**config.mk**
```make
export PLATFORM = sky130hd
export DESIGN_NAME = map_table
export DESIGN_NICKNAME = d
export VERILOG_FILES = /design/src/logic/rename_pkg.sv /design/src/logic/map_table.sv
export SDC_FILE = /design/constraint.sdc
export NUM_CORES = 1
export LEC_CHECK = 0
export ABC_AREA = 1
export BUFFER_PORTS_ARGS = -buffer_cell sky130_fd_sc_hd__buf_4
export CORE_MARGIN = 8
export CORE_UTILIZATION = 35
export CTS_BUF_LIST = sky130_fd_sc_hd__clkbuf_4 sky130_fd_sc_hd__clkbuf_8 sky130_fd_sc_hd__clkbuf_16
export DETAILED_ROUTE_END_ITERATION = 16
export GPL_ROUTABILITY_DRIVEN = 1
export SETUP_SLACK_MARGIN = 0.1
export SYNTH_ARGS = -nofsm -noshare
export SYNTH_HDL_FRONTEND = slang
export SYNTH_SLANG_ARGS = --single-unit
export TNS_END_PERCENT = 20
```
**constraint.sdc**
```tcl
create_clock -name clk -period 2 [get_ports clk]
set_clock_uncertainty 0.15 [all_clocks]
set_input_delay 0.2 -clock clk [delete_from_list [all_inputs] [get_ports clk]]
set_output_delay 0.2 -clock clk [all_outputs]
set_load 0.05 [all_outputs]
```
**src/logic/rename_pkg.sv**
```systemverilog
`default_nettype none

package rename_pkg;

    // Architectural register ids.
    localparam int GPR_W   = 5;
    localparam int NUM_GPR = 1 << GPR_W;

    // Physical register ids.
    localparam int PREG_W = 6;

    // Register values.
    localparam int DATA_W = 32;

    typedef logic [GPR_W-1:0]  gpr_id_t;
    typedef logic [PREG_W-1:0] preg_id_t;
    typedef logic [DATA_W-1:0] reg_data_t;

    // Shared by the control FSM and the free list fill sequence.
    typedef enum logic [0:0] {
        RESET_INIT = 1'b0,  // Free list is being filled.
        RUN        = 1'b1   // Normal renaming.
    } ctrl_state_t;

endpackage

`default_nettype wire

```
**src/logic/map_table.sv**
```systemverilog
`timescale 1ns/1ps
`default_nettype none

module map_table #(
    parameter int NUM_PREGS = 64
) (
    input  logic                 clk,
    input  logic                 arst_n,

    input  rename_pkg::gpr_id_t  rd_gpr1,
    input  rename_pkg::gpr_id_t  rd_gpr2,
    output rename_pkg::preg_id_t rd_preg1,
    output rename_pkg::preg_id_t rd_preg2,

    input  logic                 wr_en,
    input  rename_pkg::gpr_id_t  wr_gpr,
    input  rename_pkg::preg_id_t wr_preg
);

    rename_pkg::preg_id_t map_q [rename_pkg::NUM_GPR-1:0];

    // Reads see the mapping from before this cycle's update.
    assign rd_preg1 = map_q[rd_gpr1];
    assign rd_preg2 = map_q[rd_gpr2];

    always_ff @(posedge clk or negedge arst_n) begin
        if (!arst_n) begin
            for (int i = 0; i < rename_pkg::NUM_GPR; i++) begin
                map_q[i] <= rename_pkg::preg_id_t'(i);  // Identity mapping.
            end
        end else if (wr_en) begin
            map_q[wr_gpr] <= wr_preg;
        end
    end

endmodule

`default_nettype wire

```
### After elaboration in Yosys (flattened, before gate mapping)

Cells that the tools add are included.

* reductions and logical operators: 1
* $lt $le $gt $ge: 4
* mux-type cells: 7

Operators by type and width (number)
* $bwmux W192: 1
* $bmux W6 S5: 2
* $demux W6 S5: 1
* $lt A5 B6 Y1 const B: 3
* $mux W6: 3
* $ge A5 B1 Y1 const B: 1
* $logic_and A1 B1 Y1: 1

* register bits: 192
* word-level logic and storage cells: 44

### Depth between registers and ports, before layout

* depth in word-level cells: 5
* gate-level depth with buffers: 12
* gate-level depth less buffers: 9

### Worst setup path after synthesis

No wires, ideal clock.

* path kind: input-to-output
* start point: in rd_gpr2[0]
* end point: out rd_preg2[0]
* data arrival time: 1.405 ns
* stages: 12
* slack: 0.245 ns
* data required time: 1.650 ns
* cells stage by stage: buf_2 > inv_2 > buf_4 > buf_4 > nand2_1 > nand3_1 > nand3_1 > nand2_1 > nand2_1 > nand2_1 > nand2_1 > nand2_1

* cells in the longest elaborated chain, start to end: 2

RTL lines
* from (decl): RTL line map_table.sv:11 `input rename_pkg::gpr_id_t rd_gpr2,`
* $bmux W6 S5: RTL line map_table.sv:24 `assign rd_preg2 = map_q[rd_gpr2];`
* $mux W6 (implied by the code): RTL line map_table.sv:24
* to (decl): RTL line map_table.sv:13 `output rename_pkg::preg_id_t rd_preg2,`

No other way between the ends. The select of a mux whose other input is x is not followed.

### Worst setup path after layout

* start point: reg map_q[32] (netlist name)
* end point: out rd_preg2[2]

* cells in the longest elaborated chain, start to end: 2

RTL lines
* from (decl): RTL line map_table.sv:20 `rename_pkg::preg_id_t map_q [rename_pkg::NUM_GPR-1:0];`
* from (signal, indexed assignment): RTL line map_table.sv:29 `map_q[i] <= rename_pkg::preg_id_t'(i);`
* from (signal, indexed assignment): RTL line map_table.sv:32 `map_q[wr_gpr] <= wr_preg;`
* $bmux W6 S5: RTL line map_table.sv:24
* $mux W6 (implied by the code): RTL line map_table.sv:24

No other way between the ends. The select of a mux whose other input is x is not followed.

==> flow_summary.yaml <==
routing:
  drt-total-wl_um: 37700
  wire_per_inst_um: 18.60
  via_per_inst: 5.408
  final_antenna_net_count: 0
  drc: 0
  vias: 10960
  firstDrtPassIters: 5
  drtIter0Drc: 1153
global_routing:
  first_global_vias: 10230
  grt_first_pass_wirelength_um: 59860
  antenna_found_initial: 0
  grt_max_degree: 62
  grt-ovfl-total: 0
  grt_use_total_pct: 20.00
critical_path:
  start_kind: "register"
  crit_chain: "nand2_1 > nand3_1 > nand3_2 > nand2_2 > nand2_1 > nand2_2 > nand2_1 > nand2_2 > buf_8"
  cp.required_ps: 1650
  criticalPathCategory: "reg2out"
  critPathArrivalTime_ps: 1850
  critPathCaptureType: "output port"
  cp_slowest_cell: "dfstp_2"
  max_stage_delay_ps: 570
  cp_max_fo: 3
logic_synthesis:
  syn-cell-area_um2: 11120
  yosysTopAreaCellShare_pct: 25.21
  synth.area.top_cells: "dfrtp_1 (25%), nand2_1 (25%), dfstp_2 (19%)"
  postSynthAreaPerCell_um2: 6.943
  synth_warnings: 0
  synth_seq_cells: 192
  ys_seq_area_share_pct: 44.12
  synthCells: 1601
  synth_top_area_cell: "dfrtp_1"
  syn_nets: 1625
  synth_cell_types: 21
clocking:
  clock_latency_ps: 440
  cts_sinks: 192
  path_clk_slew_ps: 80
  post_cts_buffers: 0
  cts_made_buffers: 17
  ctsLongestPathBuffers: 2
  cts_tree: "done"
  clock-root-buffer: "clkbuf_16"
  cts_max_level: 4
sta:
  period_minus_slack_ps: 2203
  setup_viol: 12
  rsz0062_at_grt: "true"
  max_freq_mhz: 454.0
  worst_hold_slack_ps: 44.96
  period_share_pct: 110.1
  setup_ws_ps: -202.9
  slew_viol_final: 0
  slew-limit-headroom_pct: 66.22
  worstMarginPinSlew_ps: 504.0
  hold_viol: 0
floorplan:
  die_h_um: 194.2
  io_pins: 36
  die_area_um2: 37720
  coreArea_um2: 31390
  die_w_um: 194.2
  start_util_pct: 35.41
  core.rowCount: 65
layout:
  top_register: "map_q"
  drive_gt1_share_pct: 19.32
  largest_reg_flops: 192
  area_delta_synth_final_pct: 16.81
  antenna_cells: 0
  reg.largest.list: "map_q x192"
  finalNetCount: 1636
pwr:
  leakage_nw: 5.824
  p_switching_mw: 4.059
  clkPwrFrac_pct: 29.9
  p_per_area_nw_per_um2: 907.5
  vdd_drop_max_uv: 587.8
  power_frac_comb_pct: 23.3
  switching_share_pct: 34.45
  p_int_mw: 7.724
  p_seq_share_pct: 46.8
placed_design:
  pre_cts_ws_ps: 27.29
  port_buffers: 35
  gp_congestion: 0.8805
  hpwl_um: 24320
worst_hold_path:
  hp-class: "in2reg"
status:
  outcome: "finished, violations left"
  violations: "negative setup slack"
flow_run:
  drv_cap: 0
cell usage in the layout (no fill, tap or decap), drive strengths merged:
| cell | count |
|---|---|
| dfstp | 80 |
| inv | 32 |
| dlygate4sd3 | 1 |
| clkbuf | 18 |
| nand2 | 737 |
| a21oi | 24 |
| nor2 | 29 |
| dfrtp | 112 |
| buf | 116 |
| bufinv | 1 |
| clkinv | 7 |
| nor3 | 11 |
| clkinvlp | 1 |
| o21ai | 168 |
| nand3 | 288 |
synth_stat cells:
cell	instances
a21oi_1	12
a21oi_2	12
buf_1	11
buf_2	62
buf_4	13
buf_6	2
buf_8	2
clkbuf_1	36
dfrtp_1	112
dfstp_2	80
inv_1	16
inv_2	10
nand2_1	737
nand3_1	288
nor2_1	25
nor2_4	4
nor3_1	1
nor3_2	7
nor3_4	3
o21ai_0	134
o21ai_1	34
power groups by stage:
stage / Sequential [mW] / Clock, mW / Combinational, mW
final: 5.51 / 3.53 / 2.74
after CTS: 5.50 / 3.58 / 2.72
after global routing: 5.62 / 3.73 / 3.11
after detailed placement: 5.56 / 0 / 2.61
after floorplan: 5.35 / 0 / 1.83
after global placement: 5.54 / 0 / 2.55
routing by layer:
| layer | up-vias | share of wire [%] | track usage (%) |
|---|---|---|---|
| met3 | 53 | 7.9 | 4.078 |
| met4 | 0 | 2.1 | 5.658 |
| met5 | - | 0 | 0 |
| li1 | 5205 | - | - |
| met1 | 5234 | 45 | 28.22 |
| met2 | 470 | 45 | 30.54 |
cell families (layout without fill, tap and decap cells):
family	count (synthesis)	in the layout	share of synthesized area [%]
simple gates	1065	1065	40.22
flops	192	192	44.12
buf+inv	152	176	6.607
compound gates	192	192	9.050
worst max-delay path: cells and delay by family (launching register included):
kind	cells	cell delay, ps
flops	1	570
buf+inv	1	150
simple gates	8	690
repair_timing:
item                                    4_1_cts  5_1_grt
hold buffers                                  1        0
gates cloned                                  0        0
endpoints found under the hold margin       130        0
endpoints found under the setup margin       12       12
pin swaps                                    29       10
resized for setup                            57       11
stage by stage:
step	cells	instance area (um^2)	TNS [ps]	power, mW	util, %
2_1_floorplan	1601	11120	0	7.184	-
3_3_place_gp	1994	12130	0	8.096	38.64
3_5_place_dp	1994	12130	0	8.171	38.64
4_1_cts	2027	12940	-1753	11.79	41.22
5_1_grt	2027	12980	-2963	12.45	41.36
6_report	2027	12980	-1830	11.78	41.36
path summary, 6_finish.rpt:
path / to / slack [ps] / startpoint / cells after the start
min in group asynchronous: map_q[71] / 90 / arst_n / 2
worst min register to register: map_q[190] / 340 / map_q[190] / 2
max in group asynchronous: map_q[138] / 880 / arst_n / 3
worst max-delay path: rd_preg2[2] / -200 / map_q[32] / 9
worst min-delay path: map_q[158] / 40 / wr_gpr[2] / 4
worst max register to register: map_q[138] / 1020 / map_q[138] / 2
final cells by class:
type,count,area (um^2)
clock buffer,17,425.4
fill,3234,18410
inverter,26,97.59
clock inverter,15,175.2
tap,402,503.0
timing repair buffer,118,1229
multi-input combinational,1257,5649
sequential,192,4905
Note: power is estimated with default switching activity, not from simulation.
