<file path="config.mk">
export PLATFORM = sky130hd
export DESIGN_NAME = free_list
export DESIGN_NICKNAME = d
export VERILOG_FILES = /design/src/logic/rename_pkg.sv /design/src/logic/free_list.sv
export SDC_FILE = /design/constraint.sdc
export NUM_CORES = 1
export LEC_CHECK = 0
export BUFFER_PORTS_ARGS = -buffer_cell sky130_fd_sc_hd__buf_2
export CORE_MARGIN = 1
export CORE_UTILIZATION = 63
export CTS_CLUSTER_SIZE = 14
export DETAILED_ROUTE_END_ITERATION = 8
export GPL_TIMING_DRIVEN = 0
export HOLD_SLACK_MARGIN = 0.1
export PLACE_DENSITY = 0.8
export REMOVE_ABC_BUFFERS = 1
export SLEW_MARGIN = 20
export SYNTH_ARGS = -nofsm -noshare
export SYNTH_HDL_FRONTEND = slang
export SYNTH_SLANG_ARGS = --single-unit
</file>
<file path="constraint.sdc">
create_clock -name clk -period 4.64 [get_ports clk]
set_clock_uncertainty 0.15 [all_clocks]
set_input_delay 0.928 -clock clk [delete_from_list [all_inputs] [get_ports clk]]
set_output_delay 0.928 -clock clk [all_outputs]
set_load 0.01 [all_outputs]
</file>
<file path="src/logic/rename_pkg.sv">
`default_nettype none

package rename_pkg;

    // Architectural register ids.
    localparam int GPR_W   = 5;
    localparam int NUM_GPR = 1 << GPR_W;

    // Physical register ids.
    localparam int PREG_W = 6;

    // Register values.
    localparam int DATA_W = 32;

    typedef logic [GPR_W-1:0]  gpr_id_t;
    typedef logic [PREG_W-1:0] preg_id_t;
    typedef logic [DATA_W-1:0] reg_data_t;

    // Shared by the control FSM and the free list fill sequence.
    typedef enum logic [0:0] {
        RESET_INIT = 1'b0,  // Free list is being filled.
        RUN        = 1'b1   // Normal renaming.
    } ctrl_state_t;

endpackage

`default_nettype wire

</file>
<file path="src/logic/free_list.sv">
`timescale 1ns/1ps
`default_nettype none

module free_list #(
    parameter int NUM_PREGS = 64
) (
    input  logic                 clk,
    input  logic                 arst_n,

    input  logic                 alloc,
    output rename_pkg::preg_id_t alloc_preg,
    output logic                 empty,

    input  logic                 rel_en,
    input  rename_pkg::preg_id_t rel_preg,

    output logic                 init_done
);

    localparam int PTR_W    = $clog2(NUM_PREGS);
    localparam int CNT_W    = $clog2(NUM_PREGS + 1);
    localparam int NUM_FREE = NUM_PREGS - rename_pkg::NUM_GPR;

    rename_pkg::ctrl_state_t state;
    rename_pkg::preg_id_t    queue [NUM_PREGS-1:0];
    rename_pkg::preg_id_t    push_preg;
    logic [PTR_W-1:0]        head;
    logic [PTR_W-1:0]        tail;
    logic [CNT_W-1:0]        count;
    logic                    fill_last;
    logic                    push;
    logic                    pop;

    function automatic logic [PTR_W-1:0] ptr_inc(input logic [PTR_W-1:0] ptr);
        return (ptr == PTR_W'(NUM_PREGS - 1)) ? '0 : ptr + PTR_W'(1);
    endfunction

    // Last fill push happens this cycle.
    assign fill_last = (state == rename_pkg::RESET_INIT) && (tail == PTR_W'(NUM_FREE - 1));
    assign init_done = (state == rename_pkg::RUN) || fill_last;

    // While filling, tail doubles as the fill index.
    assign push      = (state == rename_pkg::RESET_INIT) || rel_en;
    assign push_preg = (state == rename_pkg::RESET_INIT) ?
                       rename_pkg::preg_id_t'(rename_pkg::NUM_GPR + int'(tail)) : rel_preg;
    assign pop       = (state == rename_pkg::RUN) && alloc && !empty;

    assign empty      = (count == '0);
    assign alloc_preg = queue[head];

    always_ff @(posedge clk) begin
        if (push) begin
            queue[tail] <= push_preg;
        end
    end

    always_ff @(posedge clk or negedge arst_n) begin
        if (!arst_n) begin
            state <= rename_pkg::RESET_INIT;
            head  <= '0;
            tail  <= '0;
            count <= '0;
        end else begin
            if (fill_last) begin
                state <= rename_pkg::RUN;
            end
            if (push) begin
                tail <= ptr_inc(tail);
            end
            if (pop) begin
                head <= ptr_inc(head);
            end
            case ({push, pop})
                2'b10:   count <= count + CNT_W'(1);
                2'b01:   count <= count - CNT_W'(1);
                default: count <= count;  // Both or neither.
            endcase
        end
    end

endmodule

`default_nettype wire

</file>
* Word-level counts from Yosys, hierarchy flattened
Memories as Yosys holds them, arrays and structs flattened. Index checks and enable logic that the tools add are counted.
Cells by class: $add $sub $neg 5, multipliers 0, divide/modulo/power cells 0, order comparisons 0, equality and inequality tests 5, shift operators 0, muxes and demuxes 6, bitwise logic cells 1, reductions and logical operators 8
Operator list (count):
- $mux W6 | 3
- $pmux W7 S2 | 1
- $add A6 B1 Y6 const B | 2
- $eq A6 B6 Y1 const B | 2
- $add A7 B1 Y7 const B | 1
- $logic_not A7 Y1 | 1
- $sub A7 B1 Y7 const B | 1
- $add A6 B6 Y6 const A | 1
- $eq A6 B5 Y1 const B | 1
- $logic_and A1 B1 Y1 | 3
- $eq A2 B1 Y1 const B | 1
- $eq A2 B2 Y1 const B | 1
- $logic_or A1 B1 Y1 | 2
- $mux W1 | 2
- $reduce_bool A2 Y1 | 1
- $logic_not A1 Y1 | 1
- $not A1 Y1 | 1
Word-level totals: flip-flop bits (word level) 20, latch bits 0, memory bits (writable) 384, bits in read-only memories 0, bits of input ports 10, output and inout bits 8, logic and storage cells 30, memories 1
Memory list:
- queue | words 64, bits a word 6, read ports 1, clocked after Yosys merged registers in 0, wr ports 1, RTL line free_list.sv:25 | rename_pkg::preg_id_t queue [NUM_PREGS-1:0];

* Longest topological paths before layout
depth in word-level cells 5, gate-level depth with buffers 12

* Worst setup path before layout
OpenSTA, ideal clock, no wires.
kind reg2reg, start point register state, end point memory queue[0][5] (netlist name) (data pin), setup time 0.702 ns, data arrival time 3.130 ns, data required time 3.788 ns, path slack 0.658 ns, stages on the path, launching flop included 3, cells stage by stage dfrtp_1 > clkbuf_1 > o21ai_0
Between the ends: longest elaborated chain between the ends 1
RTL lines:
- from (decl) | RTL line free_list.sv:24 | rename_pkg::ctrl_state_t state;
- from (signal assigned) | RTL line free_list.sv:59 | state <= rename_pkg::RESET_INIT;
- from (signal assigned) | RTL line free_list.sv:65 | state <= rename_pkg::RUN;
- $mux W6 | RTL line free_list.sv:44 | assign push_preg = (state == rename_pkg::RESET_INIT) ?
- named net push_preg[5] | RTL line free_list.sv:26 | rename_pkg::preg_id_t push_preg;
- to (decl) | RTL line free_list.sv:25
The timed path passes the listed nets, and every way through them passes these cells.

* Final worst setup path
start point register head[0], end point output port alloc_preg[5]
Between the ends: longest elaborated chain between the ends 1
RTL lines:
- from (decl) | RTL line free_list.sv:27 | logic [PTR_W-1:0] head;
- from (signal assigned) | RTL line free_list.sv:71 | head <= ptr_inc(head);
- $mem_v2 Z64 W6
- to (decl) | RTL line free_list.sv:11 | output rename_pkg::preg_id_t alloc_preg,
Every way passes these cells.

==> results.md <==
- Synth warn: 0
- Max_slew headroom: about 30%
- DR vias: 8381
- Core area: 25400 sq um
- CP max FO: 41
- Fill count: approximately 1500
- Synth top cells by count: edfxtp_1, mux4_2, nor2_1
- Layout area overhead: 9.78%
- CTS tree: yes
- Mapped cell area: about 16000 sq um
- Worst VDD drop: about 0.33 mV
- Number of I/O port buffers: 17
- Yosys top cell by area: edfxtp_1
- Synth top area cells: edfxtp_1, mux4_2, dfrtp_1
- CTS buffer count: 39
- # DRC: 0
- CP Class: reg -> out
- Synth Area per Inst: 18.5 sq um
- Overflow after GRT: 0
- Sequential element share of the synthesized area: 73.2%
- Max-Cap Viols: 0
- Drt wl/cell: roughly 27 um
- Initial antenna violation count: 0
- CP Launch Type: register
- Layout cells sized above 1: 18.3%
- Row Count: 58
- Combinational Power Share: about a quarter
- Post-DRT Antenna Nets: 0
- # resized after CTS: 0
- Worst-Skew Late Latency: 0.52 ns
- Synth Instances: 890
- Vias in the first global route: 8366
- Pwr/cell area: ~570 nW/um^2
- Vias/cell: 6.67
- H-Tree Depth: 2
- CP cell instances: buf_16 -> mux4_1 -> a22o_1 -> a211oi_1 -> a211o_1 -> o21ai_1 -> buf_2
- Postcts setup bufs: 0
- CTS Sinks: between 400 and 500
- Required @ worst endpoint: 3.56 ns
- Largest net degree at the start of global routing: 65
- Root buf cell: clkbuf_16
- First-pass GRT wire length: 50300 um
- Met1 GRT Util: 35.9%
- Routed WL: 33700 um
- Endpoints failing setup: 0
- Most used routing layer: met2
- Critical path's slowest cell: dfrtp_4
- Fin crit share: a little over nine tenths
- Worst min path class: in -> async
- Finished Core Util: 71.1%
- Post-DP HPWL: about 20000 um
- WP buf/inv: 2
- GR Layer Usage met3: 4.65%
- DIE AREA: 26700 sq um
- Die Wd: 164 um
- Slowest stage delay, CP: 0.71 ns
- Gr usage total: a little over a quarter
- Minimum clock period: 4.42 ns
- Count leader, synth: edfxtp_1
- CP delay by family, top: compound AO/OA/AOI/OAI gates
- # IOs: 18
- RSZ-0062 raised after global routing: no
- Initial Util: ~65%
- # diodes: 0
- Met2 Use GR: 42.8%
- Main flop type after synthesis: edfxtp_1
- Clock Power Share: 29.5%
- EDFF count, synth: 384
- Yosys cell types: between 50 and 60
- Bufs on Longest Clock Path: 3
- Synth top area share: 70.1%
- Placer Congestion: 0.828
- CTS Hold Bufs: 0
- Worst endpoint data arrival time: ~3.3 ns
- Post-Place Worst Slack: 0.791 ns
- 1st-iter DRT viols: 1103
- Sequential power share: between 40% and 50%
- P_sw: 0.00310 W
- Slew @ Worst Pin: 1.04 ns
- Die height: 164 um
- Final worst setup slack: 0.218 ns
- Status: finished, final reports clean
- Peak Freq: 0.226 GHz
- Nets: 918
- Max-slew violation count: 0
- Pre-antenna DRT Iters: 5
- Internal power: 0.00722 W
- Clock slew at reported path FFs: 0.06 ns
- Final Hold Vio Count: 0
- Element type at the critical path end: output port
- Net Sw Frac: 30.0%
- FFs w/ async S/R, synth: 4.95%
- Yosys reg bits: about 400
- Leakage power: just under 6 nW
==> path summary, 6_finish.rpt <==
kind / slack, ns / from / end / cells after the start
min in group clk: 0.34 / count[6] / count[6] / 1
hold reg to reg: 0.34 / count[6] / count[6] / 1
setup / recovery: 0.22 / head[0] / alloc_preg[5] / 7
setup reg to reg: 1.13 / state / count[5] / 9
hold / removal: 0.21 / arst_n / count[5] / 1
max in group asynchronous: 3.75 / arst_n / head[1] / 1
==> placed cells by master (no fill, tap or decap), drive strengths merged, types with 8 or more instances in the layout <==
master  Yosys  layout
nand3      14      14
mux2i      41      41
mux2       19      19
nand2b      9       9
ha          8       8
nand2      32      32
inv         8       9
clkinv      0      15
nor2       61      61
nor3       11      11
a22oi      21      21
dfrtp      20      20
buf        29      24
o22ai      14      14
clkbuf     27      49
o21ai      16      16
a21oi      15      15
mux4       76      76
edfxtp    384     384
==> logic make-up after synthesis <==
logic type	synth area share, %
AND/OR/NAND/NOR	5.05
adder cells (fa/ha/maj)	0.731
flip-flops	73.2
buffers and inverters	2.11
AO/OA/AOI/OAI	4.00
XOR/XNOR	0.426
multiplexers	14.5
==> power groups by stage <==
stage,clock network [W],logic [W],registers (W)
final,0.00304,0.00272,0.00456
after global routing,0.00320,0.00289,0.00458
after CTS,0.00306,0.00271,0.00456
after detailed placement,0,0.00268,0.00463
after global placement,0,0.00245,0.00493
after floorplan,0,0.00181,0.00468
==> per-stage QoR <==
| stage | TNS (ns) | area [sq um] | power (W) | hold slack [ns] | cells |
|---|---|---|---|---|---|
| floorplan | -3.93 | 16100 | 0.00649 | 0.292 | 834 |
| global placement | -147.65 | 16600 | 0.00739 | 0.324 | 1181 |
| detailed placement | 0 | 16800 | 0.00730 | 0.331 | 1188 |
| CTS | 0 | 18000 | 0.0103 | 0.219 | 1257 |
| global route | 0 | 18000 | 0.0107 | 0.256 | 1257 |
| finish | 0 | 18000 | 0.0103 | 0.215 | 1257 |
==> final cells by class <==
type	instances	area [sq um]	share of cell area [%]
Inverter	8	30.0	0.166
Sequential cell	404	12000	66.7
Timing Repair Buffer	24	250	1.39
Tap cell	330	413	2.29
Clock buffer	49	1010	5.62
Multi-Input combinational cell	422	4100	22.7
Clock inverter	20	196	1.09
==> sequential cells by signal, indices dropped and copies added, names as in the netlist <==
signal  count
queue     384
count       7
head        6
tail        6
state       1
==> metal layers <==
metal / up-vias / wire length (um)
li1: 3618 / -
met1: 4190 / 13000
met2: 487 / 16700
met3: 86 / 2890
met4: 0 / 1160
met5: - / 0
==> worst reg2reg max path, delay by kind of cell (launching register included) <==
| kind | cells | cell delay [ns] |
|---|---|---|
| simple gates | 3 | 0.91 |
| compound gates | 3 | 0.57 |
| fa+ha+maj | 2 | 0.65 |
| buf+inv | 1 | 0.37 |
| flops | 1 | 0.75 |
No activity file was read; power rests on OpenSTA's default activity.
