### config.mk
export PLATFORM = sky130hd
export DESIGN_NAME = rename_ctrl
export DESIGN_NICKNAME = d
export VERILOG_FILES = /design/src/logic/rename_pkg.sv /design/src/logic/rename_ctrl.sv
export SDC_FILE = /design/constraint.sdc
export NUM_CORES = 1
export LEC_CHECK = 0
export BUFFER_PORTS_ARGS = -buffer_cell sky130_fd_sc_hd__buf_2
export CAP_MARGIN = 25
export CORE_UTILIZATION = 43
export DETAILED_ROUTE_END_ITERATION = 8
export HOLD_SLACK_MARGIN = 0.08
export PLACE_DENSITY = 0.91
export SETUP_SLACK_MARGIN = 0.02
export SYNTH_ARGS = -nofsm -noshare
export SYNTH_HDL_FRONTEND = slang
export SYNTH_SLANG_ARGS = --single-unit
### constraint.sdc
create_clock -name clk -period 6.25 [get_ports clk]
set_clock_uncertainty 0.1 [all_clocks]
set_input_delay 0.9375 -clock clk [delete_from_list [all_inputs] [get_ports clk]]
set_output_delay 0.9375 -clock clk [all_outputs]
set_load 0.005 [all_outputs]
### src/logic/rename_pkg.sv
`default_nettype none

package rename_pkg;

    // Architectural register ids.
    localparam int GPR_W   = 5;
    localparam int NUM_GPR = 1 << GPR_W;

    // Physical register ids.
    localparam int PREG_W = 6;

    // Register values.
    localparam int DATA_W = 32;

    typedef logic [GPR_W-1:0]  gpr_id_t;
    typedef logic [PREG_W-1:0] preg_id_t;
    typedef logic [DATA_W-1:0] reg_data_t;

    // Shared by the control FSM and the free list fill sequence.
    typedef enum logic [0:0] {
        RESET_INIT = 1'b0,  // Free list is being filled.
        RUN        = 1'b1   // Normal renaming.
    } ctrl_state_t;

endpackage

`default_nettype wire

### src/logic/rename_ctrl.sv
`timescale 1ns/1ps
`default_nettype none

module rename_ctrl (
    input  logic                 clk,
    input  logic                 arst_n,

    input  logic                 valid_rn0,
    input  logic                 dst_vld_rn0,
    input  logic                 src1_vld_rn0,
    input  logic                 src2_vld_rn0,

    input  logic                 init_done,
    input  logic                 empty,
    input  rename_pkg::preg_id_t alloc_preg,

    input  rename_pkg::preg_id_t map_psrc1,
    input  rename_pkg::preg_id_t map_psrc2,
    input  logic                 pend1,
    input  logic                 pend2,

    output logic                 stall_rn0,
    output logic                 alloc,

    output logic                 valid_rn1,
    output rename_pkg::preg_id_t pdst_rn1,
    output rename_pkg::preg_id_t psrc1_rn1,
    output rename_pkg::preg_id_t psrc2_rn1,
    output logic                 psrc1_pend_rn1,
    output logic                 psrc2_pend_rn1
);

    rename_pkg::ctrl_state_t state;
    rename_pkg::ctrl_state_t state_nxt;
    logic                    accept_rn0;

    always_comb begin
        state_nxt = state;
        if (state == rename_pkg::RESET_INIT && init_done) begin
            state_nxt = rename_pkg::RUN;
        end
    end

    always_ff @(posedge clk or negedge arst_n) begin
        if (!arst_n) begin
            state <= rename_pkg::RESET_INIT;
        end else begin
            state <= state_nxt;
        end
    end

    // Hold off fetch while filling or when no preg is left for a destination.
    assign stall_rn0  = (state == rename_pkg::RESET_INIT) | (valid_rn0 & dst_vld_rn0 & empty);
    assign accept_rn0 = valid_rn0 & ~stall_rn0;
    assign alloc      = accept_rn0 & dst_vld_rn0;

    always_ff @(posedge clk or negedge arst_n) begin
        if (!arst_n) begin
            valid_rn1 <= 1'b0;
        end else begin
            valid_rn1 <= accept_rn0;
        end
    end

    always_ff @(posedge clk) begin
        if (accept_rn0) begin
            pdst_rn1       <= alloc_preg;
            psrc1_rn1      <= src1_vld_rn0 ? map_psrc1 : '0;  // Unused source reads as preg 0.
            psrc2_rn1      <= src2_vld_rn0 ? map_psrc2 : '0;
            psrc1_pend_rn1 <= src1_vld_rn0 & pend1;
            psrc2_pend_rn1 <= src2_vld_rn0 & pend2;
        end
    end

endmodule

`default_nettype wire

# == Word-level counts from Yosys, hierarchy flattened ==
# Index checks and enable logic that the tools add are counted.
# totals
elab_cells,17
inputBits,28
out_inout_bits,23
reg_bits,22
# classes
n_reduce_logical,1
bitwise_logic,9
# ops
cell,n
$and 1x1->1,6
$not 1->1,2
$logic_and 1x1->1,1
$or 1x1->1,1

# == Logic depth before layout (Yosys ltp) ==
# Gate-level depths: netlist of run 1.
# depth
depth_word,6
ltp_mapped,2
mapped_depth_nobuf,2

# == Worst setup path before layout of run 1 ==
# No wires, ideal clock.
# synth_path
path_kind,input-to-reg
startpoint,input valid_rn0
endpoint,register pdst_rn1[0] (enable)
path_buffers,0
slack_ps,3696
arrival_time_ps,2049
cell_stages,2
setup_ps,405
t_required_ps,5745
cell_sequence,nand2_1 -> a21oi_1
# synth_between
elab_chain_len,5
# synth_rtl
element,line_no,source
from (decl),rename_ctrl.sv:8,"input logic valid_rn0,"
$and 1x1->1 (2 in a row),rename_ctrl.sv:53,assign stall_rn0 = (state == rename_pkg::RESET_INIT) | (valid_rn0 & dst_vld_rn0 & empty);
$or 1x1->1,rename_ctrl.sv:53,
$not 1->1,rename_ctrl.sv:54,assign accept_rn0 = valid_rn0 & ~stall_rn0;
$and 1x1->1 *,rename_ctrl.sv:54,
named net accept_rn0,rename_ctrl.sv:35,logic accept_rn0;
to (signal assigned),rename_ctrl.sv:67,pdst_rn1 <= alloc_preg;
to (decl),rename_ctrl.sv:26,"output rename_pkg::preg_id_t pdst_rn1,"
# Mark *: on every way through the listed nets, which the timed path passes. The rest lies on a longest branch.
# A chain may end at the register's enable or synchronous reset.

# == Worst setup path in the final report of run 1 ==
# layout_path
startpoint,input valid_rn0
endpoint,output alloc
# layout_between
elab_chain_len,6
# layout_rtl
element,line_no,source
$and 1x1->1 (2 in a row),rename_ctrl.sv:53,
$or 1x1->1,rename_ctrl.sv:53,
$not 1->1,rename_ctrl.sv:54,
$and 1x1->1 *,rename_ctrl.sv:54,
$and 1x1->1 *,rename_ctrl.sv:55,assign alloc = accept_rn0 & dst_vld_rn0;
to (decl),rename_ctrl.sv:23,"output logic alloc,"
# Every way passes the cells marked *; elsewhere a longest branch is shown, timed or not.

==> results of run 1 <==
worst reg2reg max path: cells and delay by family (launching register included):
family | cells | cell delay, ns
flip-flops | 1 | 0.38
AO/OA/AOI/OAI | 1 | 0.32
AND/OR/NAND/NOR | 1 | 0.10
buffers and inverters | 1 | 0.22
report_power, final:
| part | total (mW) | internal [mW] | switching [mW] |
|---|---|---|---|
| sequential | 0.172 | 0.170 | 0.00176 |
| clock | 0.0637 | 0.0233 | 0.0404 |
| combinational | 0.0275 | 0.0151 | 0.0124 |
| total | 0.263 | 0.208 | 0.0546 |
metrics by stage:
stage | instances | hold slack [ns] | total power [mW]
floorplan | 42 | 0.356 | 0.183
global placement | 116 | 0.376 | 0.200
detailed placement | 116 | 0.387 | 0.202
CTS | 120 | 0.288 | 0.263
global route | 121 | 0.274 | 0.275
finish | 121 | 0.296 | 0.263
area by class of cell:
| cell class | instances | area [um2] |
|---|---|---|
| Clock inverter | 1 | 3.75 |
| Timing Repair Buffer | 51 | 265 |
| Sequential cell | 22 | 651 |
| Tap cell | 24 | 30.0 |
| Clock buffer | 3 | 22.5 |
| Multi-Input combinational cell | 20 | 128 |
| Fill cell | 108 | 494 |
flip-flops by register name, summed over array words and instances, names as in the netlist:
name,cells
psrc1_rn1,6
psrc2_pend_rn1,1
psrc2_rn1,6
state,1
psrc1_pend_rn1,1
valid_rn1,1
pdst_rn1,6
placed cells by master, fill, tap and decap left out, drive strengths merged:
| cell type | netlist | final |
|---|---|---|
| buf | 0 | 51 |
| edfxtp | 20 | 20 |
| and2 | 14 | 14 |
| clkbuf | 0 | 3 |
| nand2 | 2 | 2 |
| dfrtp | 2 | 2 |
| nand3 | 1 | 1 |
| a21oi | 1 | 1 |
| nor3b | 1 | 1 |
| or2 | 1 | 1 |
| clkinv | 0 | 1 |
layer usage:
metal,track usage,vias to the layer above,share of wire
met2,0.303,34,0.53
li1,-,261,-
met4,0.0909,0,0.017
met3,0.0653,4,0.095
met1,0.156,249,0.36
met5,0,-,0
how the worst max path moves through the flow:
stage	startpoint	end	slack [ns]	depth (start not counted)
global placement	valid_rn0	alloc	3.85	4
floorplan	valid_rn0	pdst_rn1[0]$_DFFE_PP_	3.70	2
CTS	valid_rn0	alloc	3.83	4
finish	valid_rn0	alloc	3.84	4
detailed placement	dst_vld_rn0	psrc2_rn1[5]$_SDFFCE_PN0P_	3.83	2
global route	valid_rn0	alloc	3.81	4
cells by family after synthesis:
kind of cell / Yosys count
DFF: 22
AOI/OAI and AO/OA: 1
and+or+nand+nor: 19
==> metrics.md, run 1 <==
| Metric | Value |
|---|---|
| Startpoint types | `input port` |
| Setup violators final | `0` |
| CP required | `5.21 ns` |
| VDD IR max | `0.000125 V` |
| Critical path cell sequence | `buf_2, nand2_1, nor3b_2, buf_2` |
| Yosys reg bits | `22` |
| Share of layout cells above drive strength 1 | `0.577` |
| Post-Synthesis Mean Instance Area | `between 15 and 20 um2` |
| Number of flops mapped to enable cells by yosys | `20` |
| Number of antenna violations at the first check in global routing | `0` |
| Status | `complete, no violations` |
| Max_cap viols | `0` |
| Vias in the first global route | `513` |
| Slew @ Worst Pin | `0.386 ns` |
| CP arrival | `1.38 ns` |
| WP buf/inv | `2` |
| Setup_tns | `0 ns` |
| Maximum buffer depth of the clock tree | `2` |
| DRT antenna net count | `0` |
| Crit. End Element | `output port` |
| Commonest cells in the synthesized netlist | `edfxtp_1 (20), and2_1 (14), dfrtp_1 (2), nand2_1 (2)` |
| Post-CTS Setup Bufs | `0` |
| RSZ-0062 raised after global routing | `false` |
| Crit path kind | `in -> out` |
| Most frequent cell after synthesis | `edfxtp_1` |
| FF-to-FF End | `psrc1_rn1[3]$_SDFFCE_PN0P_` |
| HP Class | `in -> async` |
| Synth area leader | `edfxtp_1` |
| Placement row count | `14` |
| Reg-to-Reg Start | `state$_DFFE_PN0P_` |
| PD cells | `around 240 mW/mm2` |
| Vias post-DR | `roughly 550` |
| Die H | `between 40 and 50 um` |
| P_leak | `approximately 0.50 nW` |
| Worst Setup Slack post-DPL | `3.83 ns` |
| Clock sink total | `22` |
| Clock Latency Late Sink | `0.30 ns` |
| DRC viols | `0` |
| Mux cell area share after synthesis | `0` |
| Vias/cell | `4.53` |
| Post-CTS sizing | `0` |
| Synth Flop Type | `edfxtp_1` |
| First drt pass iteration count | `2` |
| Ys async rst share | `0.0909` |
| GPL Wtd Cong | `0.607` |
| CORE AREA | `0.00159 mm2` |
| Largest net degree at the start of global routing | `22` |
| Simple-gate portion of the synthesized area | `0.153` |
| Post-Syn Area | `774 um2` |
| Fin worst setup slack | `about 3.8 ns` |
| Initial Utilization | `0.486` |
| Top fanout value on the critical path | `2` |
| Slew HR | `0.743` |
| Root Driver | `clkbuf_4` |
| Crit path top cell by count | `buf_2` |
| Global-route wire length before repair | `roughly 2200 um` |
| GR Util All Layers | `0.166` |
| Ranking of synthesized cells by area | `edfxtp_1 (78%), and2_1 (11%), dfrtp_1 (6.5%)` |
| Adder-Cell Fraction of Synth Area | `0` |
| Period utilization | `0.386` |
| R2R Setup Slk | `4.85 ns` |
| Nets | `around 130` |
| Final hold violation count | `0` |
| Finished Core Util | `0.690` |
| CP delay by family, top | `simple AND/OR/NAND/NOR gates` |
| Die area | `0.00197 mm2` |
| Ys Warns | `0` |
| Reg2reg path depth | `3` |
| Fmax achieved | `414 MHz` |
| Post-synthesis compound-gate area fraction | `0.00646` |
| Worst path max stage delay | `roughly 0.15 ns` |
| Synth Net Count | `70` |
| Dpl cell area | `0.00106 mm2` |
| Clock Pin Slew Worst Setup and Hold Paths | `approximately 0.11 ns` |
| Share of the yosys chip area belonging to registers | `0.840` |
| Final Instance Area | `0.00110 mm2` |
| Ant. Diodes | `0` |
| Syn Inst Count | `42` |
| Grt total ovfl | `0` |
| Io pins | `51` |
| Synth cell types | `8` |
| Main combinational cell family by area after synthesis | `simple AND/OR/NAND/NOR gates` |
| TritonCTS Buffers | `3` |
| Synth top area share | `0.775` |
| Die X | `between 40 and 50 um` |
| Number of I/O port buffers | `50` |
| Initial DRC count | `6` |
| Area growth syn-to-layout | `42.0%` |
| Pins Over Slew Limit | `0` |
| Hold-fix buffers, CTS | `0` |
| CTS H-Tree Depth | `1` |
| Crit-path slowest cell | `nor3b_2` |
| CTS tree | `yes` |
| Crit path time final | `~2.4 ns` |
| Final wirelength | `1510 um` |
| Post-DR wirelength/cell | `12.5 um` |
| Synth Area in XOR/XNOR | `0` |
No activity file was read; power rests on OpenSTA's default activity.
==> run 2, diff against run 1 <==
--- a/config.mk
+++ b/config.mk
@@ -7,10 +7,10 @@
 export LEC_CHECK = 0
 export BUFFER_PORTS_ARGS = -buffer_cell sky130_fd_sc_hd__buf_2
 export CAP_MARGIN = 25
-export CORE_UTILIZATION = 43
+export CORE_UTILIZATION = 36
 export DETAILED_ROUTE_END_ITERATION = 8
 export HOLD_SLACK_MARGIN = 0.08
-export PLACE_DENSITY = 0.91
+export PLACE_DENSITY = 0.82
 export SETUP_SLACK_MARGIN = 0.02
 export SYNTH_ARGS = -nofsm -noshare
 export SYNTH_HDL_FRONTEND = slang
==> constraint.sdc (replaced) <==
create_clock -name clk -period 2 [get_ports clk]
set_clock_uncertainty 0.1 [all_clocks]
set_input_delay 0.3 -clock clk [delete_from_list [all_inputs] [get_ports clk]]
set_output_delay 0.3 -clock clk [all_outputs]
set_load 0.005 [all_outputs]
==> run 2 against run 1 <==
  * Power rose to 3.6 times the previous value
  * Largest cell class unchanged
  * Wire length fell by 1.8%
  * Critical endpoint unchanged
  * Sequential share of layout area fell by 4.6 points
  * Clock power rose to 5.1 times the previous value
  * Sequential power rose to 3.1 times the previous value
  * Sequential cell count did not move
  * Highest routed layer unchanged
==> metrics.md, run 2 (synthesis results as in run 1) <==
| Metric | Value |
|---|---|
| Status | `complete, no violations (unchanged)` |
| TritonCTS Buffers | `3 (unchanged)` |
| Die H | `48.4 um (was 44.4 um)` |
| Final hold violation count | `0 (unchanged)` |
| Top fanout value on the critical path | `3 (was 2)` |
| Ant. Diodes | `0 (unchanged)` |
| Global routing's busiest layer | `met2 (unchanged)` |
| RSZ-0062 raised after global routing | `false (unchanged)` |
| Maximum buffer depth of the clock tree | `2 (unchanged)` |
| Nets | `133 (was 126)` |
| GPL Wtd Cong | `0.666 (was 0.607)` |
| DRT antenna net count | `0 (unchanged)` |
| Final Instance Area | `0.00119 mm2 (was 0.00110 mm2)` |
| Most frequent cells in the layout | `buf_2 (50), edfxtp_1 (20), and2_1 (14), dlygate4sd3_1 (7), clkbuf_4 (3) (was buf_2 (50), edfxtp_1 (20), and2_1 (14), clkbuf_4 (3))` |
| CTS tree | `yes (unchanged)` |
| Number of antenna violations at the first check in global routing | `0 (unchanged)` |
| Period utilization | `0.724` |
| CP delay by family, top | `flip-flops (was simple AND/OR/NAND/NOR gates)` |
| Share of layout cells above drive strength 1 | `0.548 (was 0.577)` |
| Die X | `48.4 um (was 44.4 um)` |
| Initial Utilization | `0.387 (was 0.486)` |
| Post-CTS sizing | `0 (unchanged)` |
| Post-DR wirelength/cell | `11.3 um (was 12.5 um)` |
| Crit path time final | `between 1 and 1.5 ns` |
| CP arrival | `1.05 ns (was 1.38 ns)` |
| Grt total ovfl | `0 (unchanged)` |
| CTS H-Tree Depth | `1 (unchanged)` |
| Crit path kind | `reg -> out (was in -> out)` |
| Post-CTS Setup Bufs | `0 (unchanged)` |
| CP required | `1.60 ns (was 5.21 ns)` |
| Startpoint types | `flip-flop (was input port)` |
| Global-route wire length before repair | `2300 um (was 2200 um)` |
| Slew HR | `0.835 (was 0.743)` |
| Placement row count | `16 (was 14)` |
| Clock sink total | `22 (unchanged)` |
| M2 GR Usage | `0.221 (was 0.303)` |
| Fmax achieved | `between 600 and 700 MHz` |
| CORE AREA | `0.00200 mm2 (was 0.00159 mm2)` |
| Most common library cell in the layout ignoring fill and taps | `buf_2 (unchanged)` |
| Pins Over Slew Limit | `0 (unchanged)` |
| Area growth syn-to-layout | `54.0% (was 42.0%)` |
| Clock Pin Slew Worst Setup and Hold Paths | `0.11 ns (about the same)` |
| Setup_tns | `0 ns (unchanged)` |
| P_leak | `0.537 nW (was 0.497 nW)` |
| Largest net degree at the start of global routing | `22 (unchanged)` |
| Dpl cell area | `0.00107 mm2 (was 0.00106 mm2)` |
| Setup violators final | `0 (unchanged)` |
| Met3 GRT Util | `0.0409 (was 0.0653)` |
| Clock Latency Late Sink | `0.29 ns (was 0.30 ns)` |
| Vias/cell | `4.36 (was 4.53)` |
| DRC viols | `0 (unchanged)` |
| Largest regs | `pdst_rn1: 6 flops, psrc1_rn1: 6 flops, psrc2_rn1: 6 flops (unchanged)` |
| PD cells | `803 mW/mm2 (was 239 mW/mm2)` |
| Worst path max stage delay | `0.38 ns (was 0.15 ns)` |
| Vias in the first global route | `569 (was 513)` |
| Critical path cell sequence | `nand2_1, nor3b_2, buf_2 (was buf_2, nand2_1, nor3b_2, buf_2)` |
| WP buf/inv | `1 (was 2)` |
| GR Util All Layers | `0.133 (was 0.166)` |
| Initial DRC count | `5 (was 6)` |
| Crit. End Element | `output port (unchanged)` |
| First drt pass iteration count | `3 (was 2)` |
| Root Driver | `clkbuf_4 (unchanged)` |
| Number of I/O port buffers | `50 (unchanged)` |
| Io pins | `51 (unchanged)` |
| Vias post-DR | `571 (was 548)` |
| HP Class | `in -> reg (was in -> async)` |
| Die area | `0.00234 mm2 (was 0.00197 mm2)` |
| Max_cap viols | `0 (unchanged)` |
| Final wirelength | `1480 um (was 1510 um)` |
| Crit-path slowest cell | `dfrtp_1 (was nor3b_2)` |
| M1 GR Usage | `0.127 (was 0.156)` |
| VDD IR max | `0.000414 V (was 0.000125 V)` |
| Slew @ Worst Pin | `0.247 ns (was 0.386 ns)` |
## run 2: cell count changes in the layout (fill, tap and decap cells not counted)
| cell | delta |
|---|---|
| dlygate4sd3_1 | +7 |
| buf_4 | +1 |
| buf_8 | -1 |
| bufinv_16 | +1 |
| clkinv_1 | -1 |
## run 2: per-layer routing
layer  part of all wire  vias to the layer above  routed length, um
met2               0.46                       46                680
met5                  0                        -                  0
met3               0.11                       12                169
li1                   -                      276                  -
met4              0.064                        0                 95
met1               0.36                      237                536
## run 2: worst paths after layout
check	start	end	slack (ns)	cells past startpoint
max in group asynchronous	arst_n	valid_rn1$_DFF_PN0_	1.51	2
setup reg to reg	state$_DFFE_PN0P_	psrc1_rn1[3]$_SDFFCE_PN0P_	0.75	3
hold / removal	init_done	state$_DFFE_PN0P_	0.09	2
setup / recovery	state$_DFFE_PN0P_	alloc	0.55	3
min in group asynchronous	arst_n	state$_DFFE_PN0P_	0.20	2
hold reg to reg	state$_DFFE_PN0P_	state$_DFFE_PN0P_	0.41	1
## run 2: repair_timing
action / in CTS / in global routing
hold buffers: 6 / 1
setup endpoints to repair: 0 / 0
hold endpoints to repair: 7 / 1
## run 2: power by group
group	leakage [nW]	switching (mW)	internal, mW
Combinational	0.292	0.0401	0.0543
Clock	0.0279	0.124	0.202
Sequential	0.217	0.00564	0.531
## run 2: per-stage QoR
stage                util  hold slack (ns)  instances  setup slack, ns  total power, mW
finish              0.596           0.0937        131            0.551            0.958
global route        0.596           0.0958        131            0.472            0.989
CTS                 0.591           0.0858        130            0.546            0.963
detailed placement  0.534         -0.00993        120            0.731            0.630
global placement    0.534          -0.0140        120            0.739            0.628
floorplan               -          -0.0956         42           0.0332            0.572
## run 2: area by class of cell
cell class	count	area [um2]
repair buffers	58	328
fillers	156	810
well taps	27	33.8
flip-flops and latches	22	651
clock buffers	3	22.5
clock inverters	1	30.0
multi-input cells	20	128
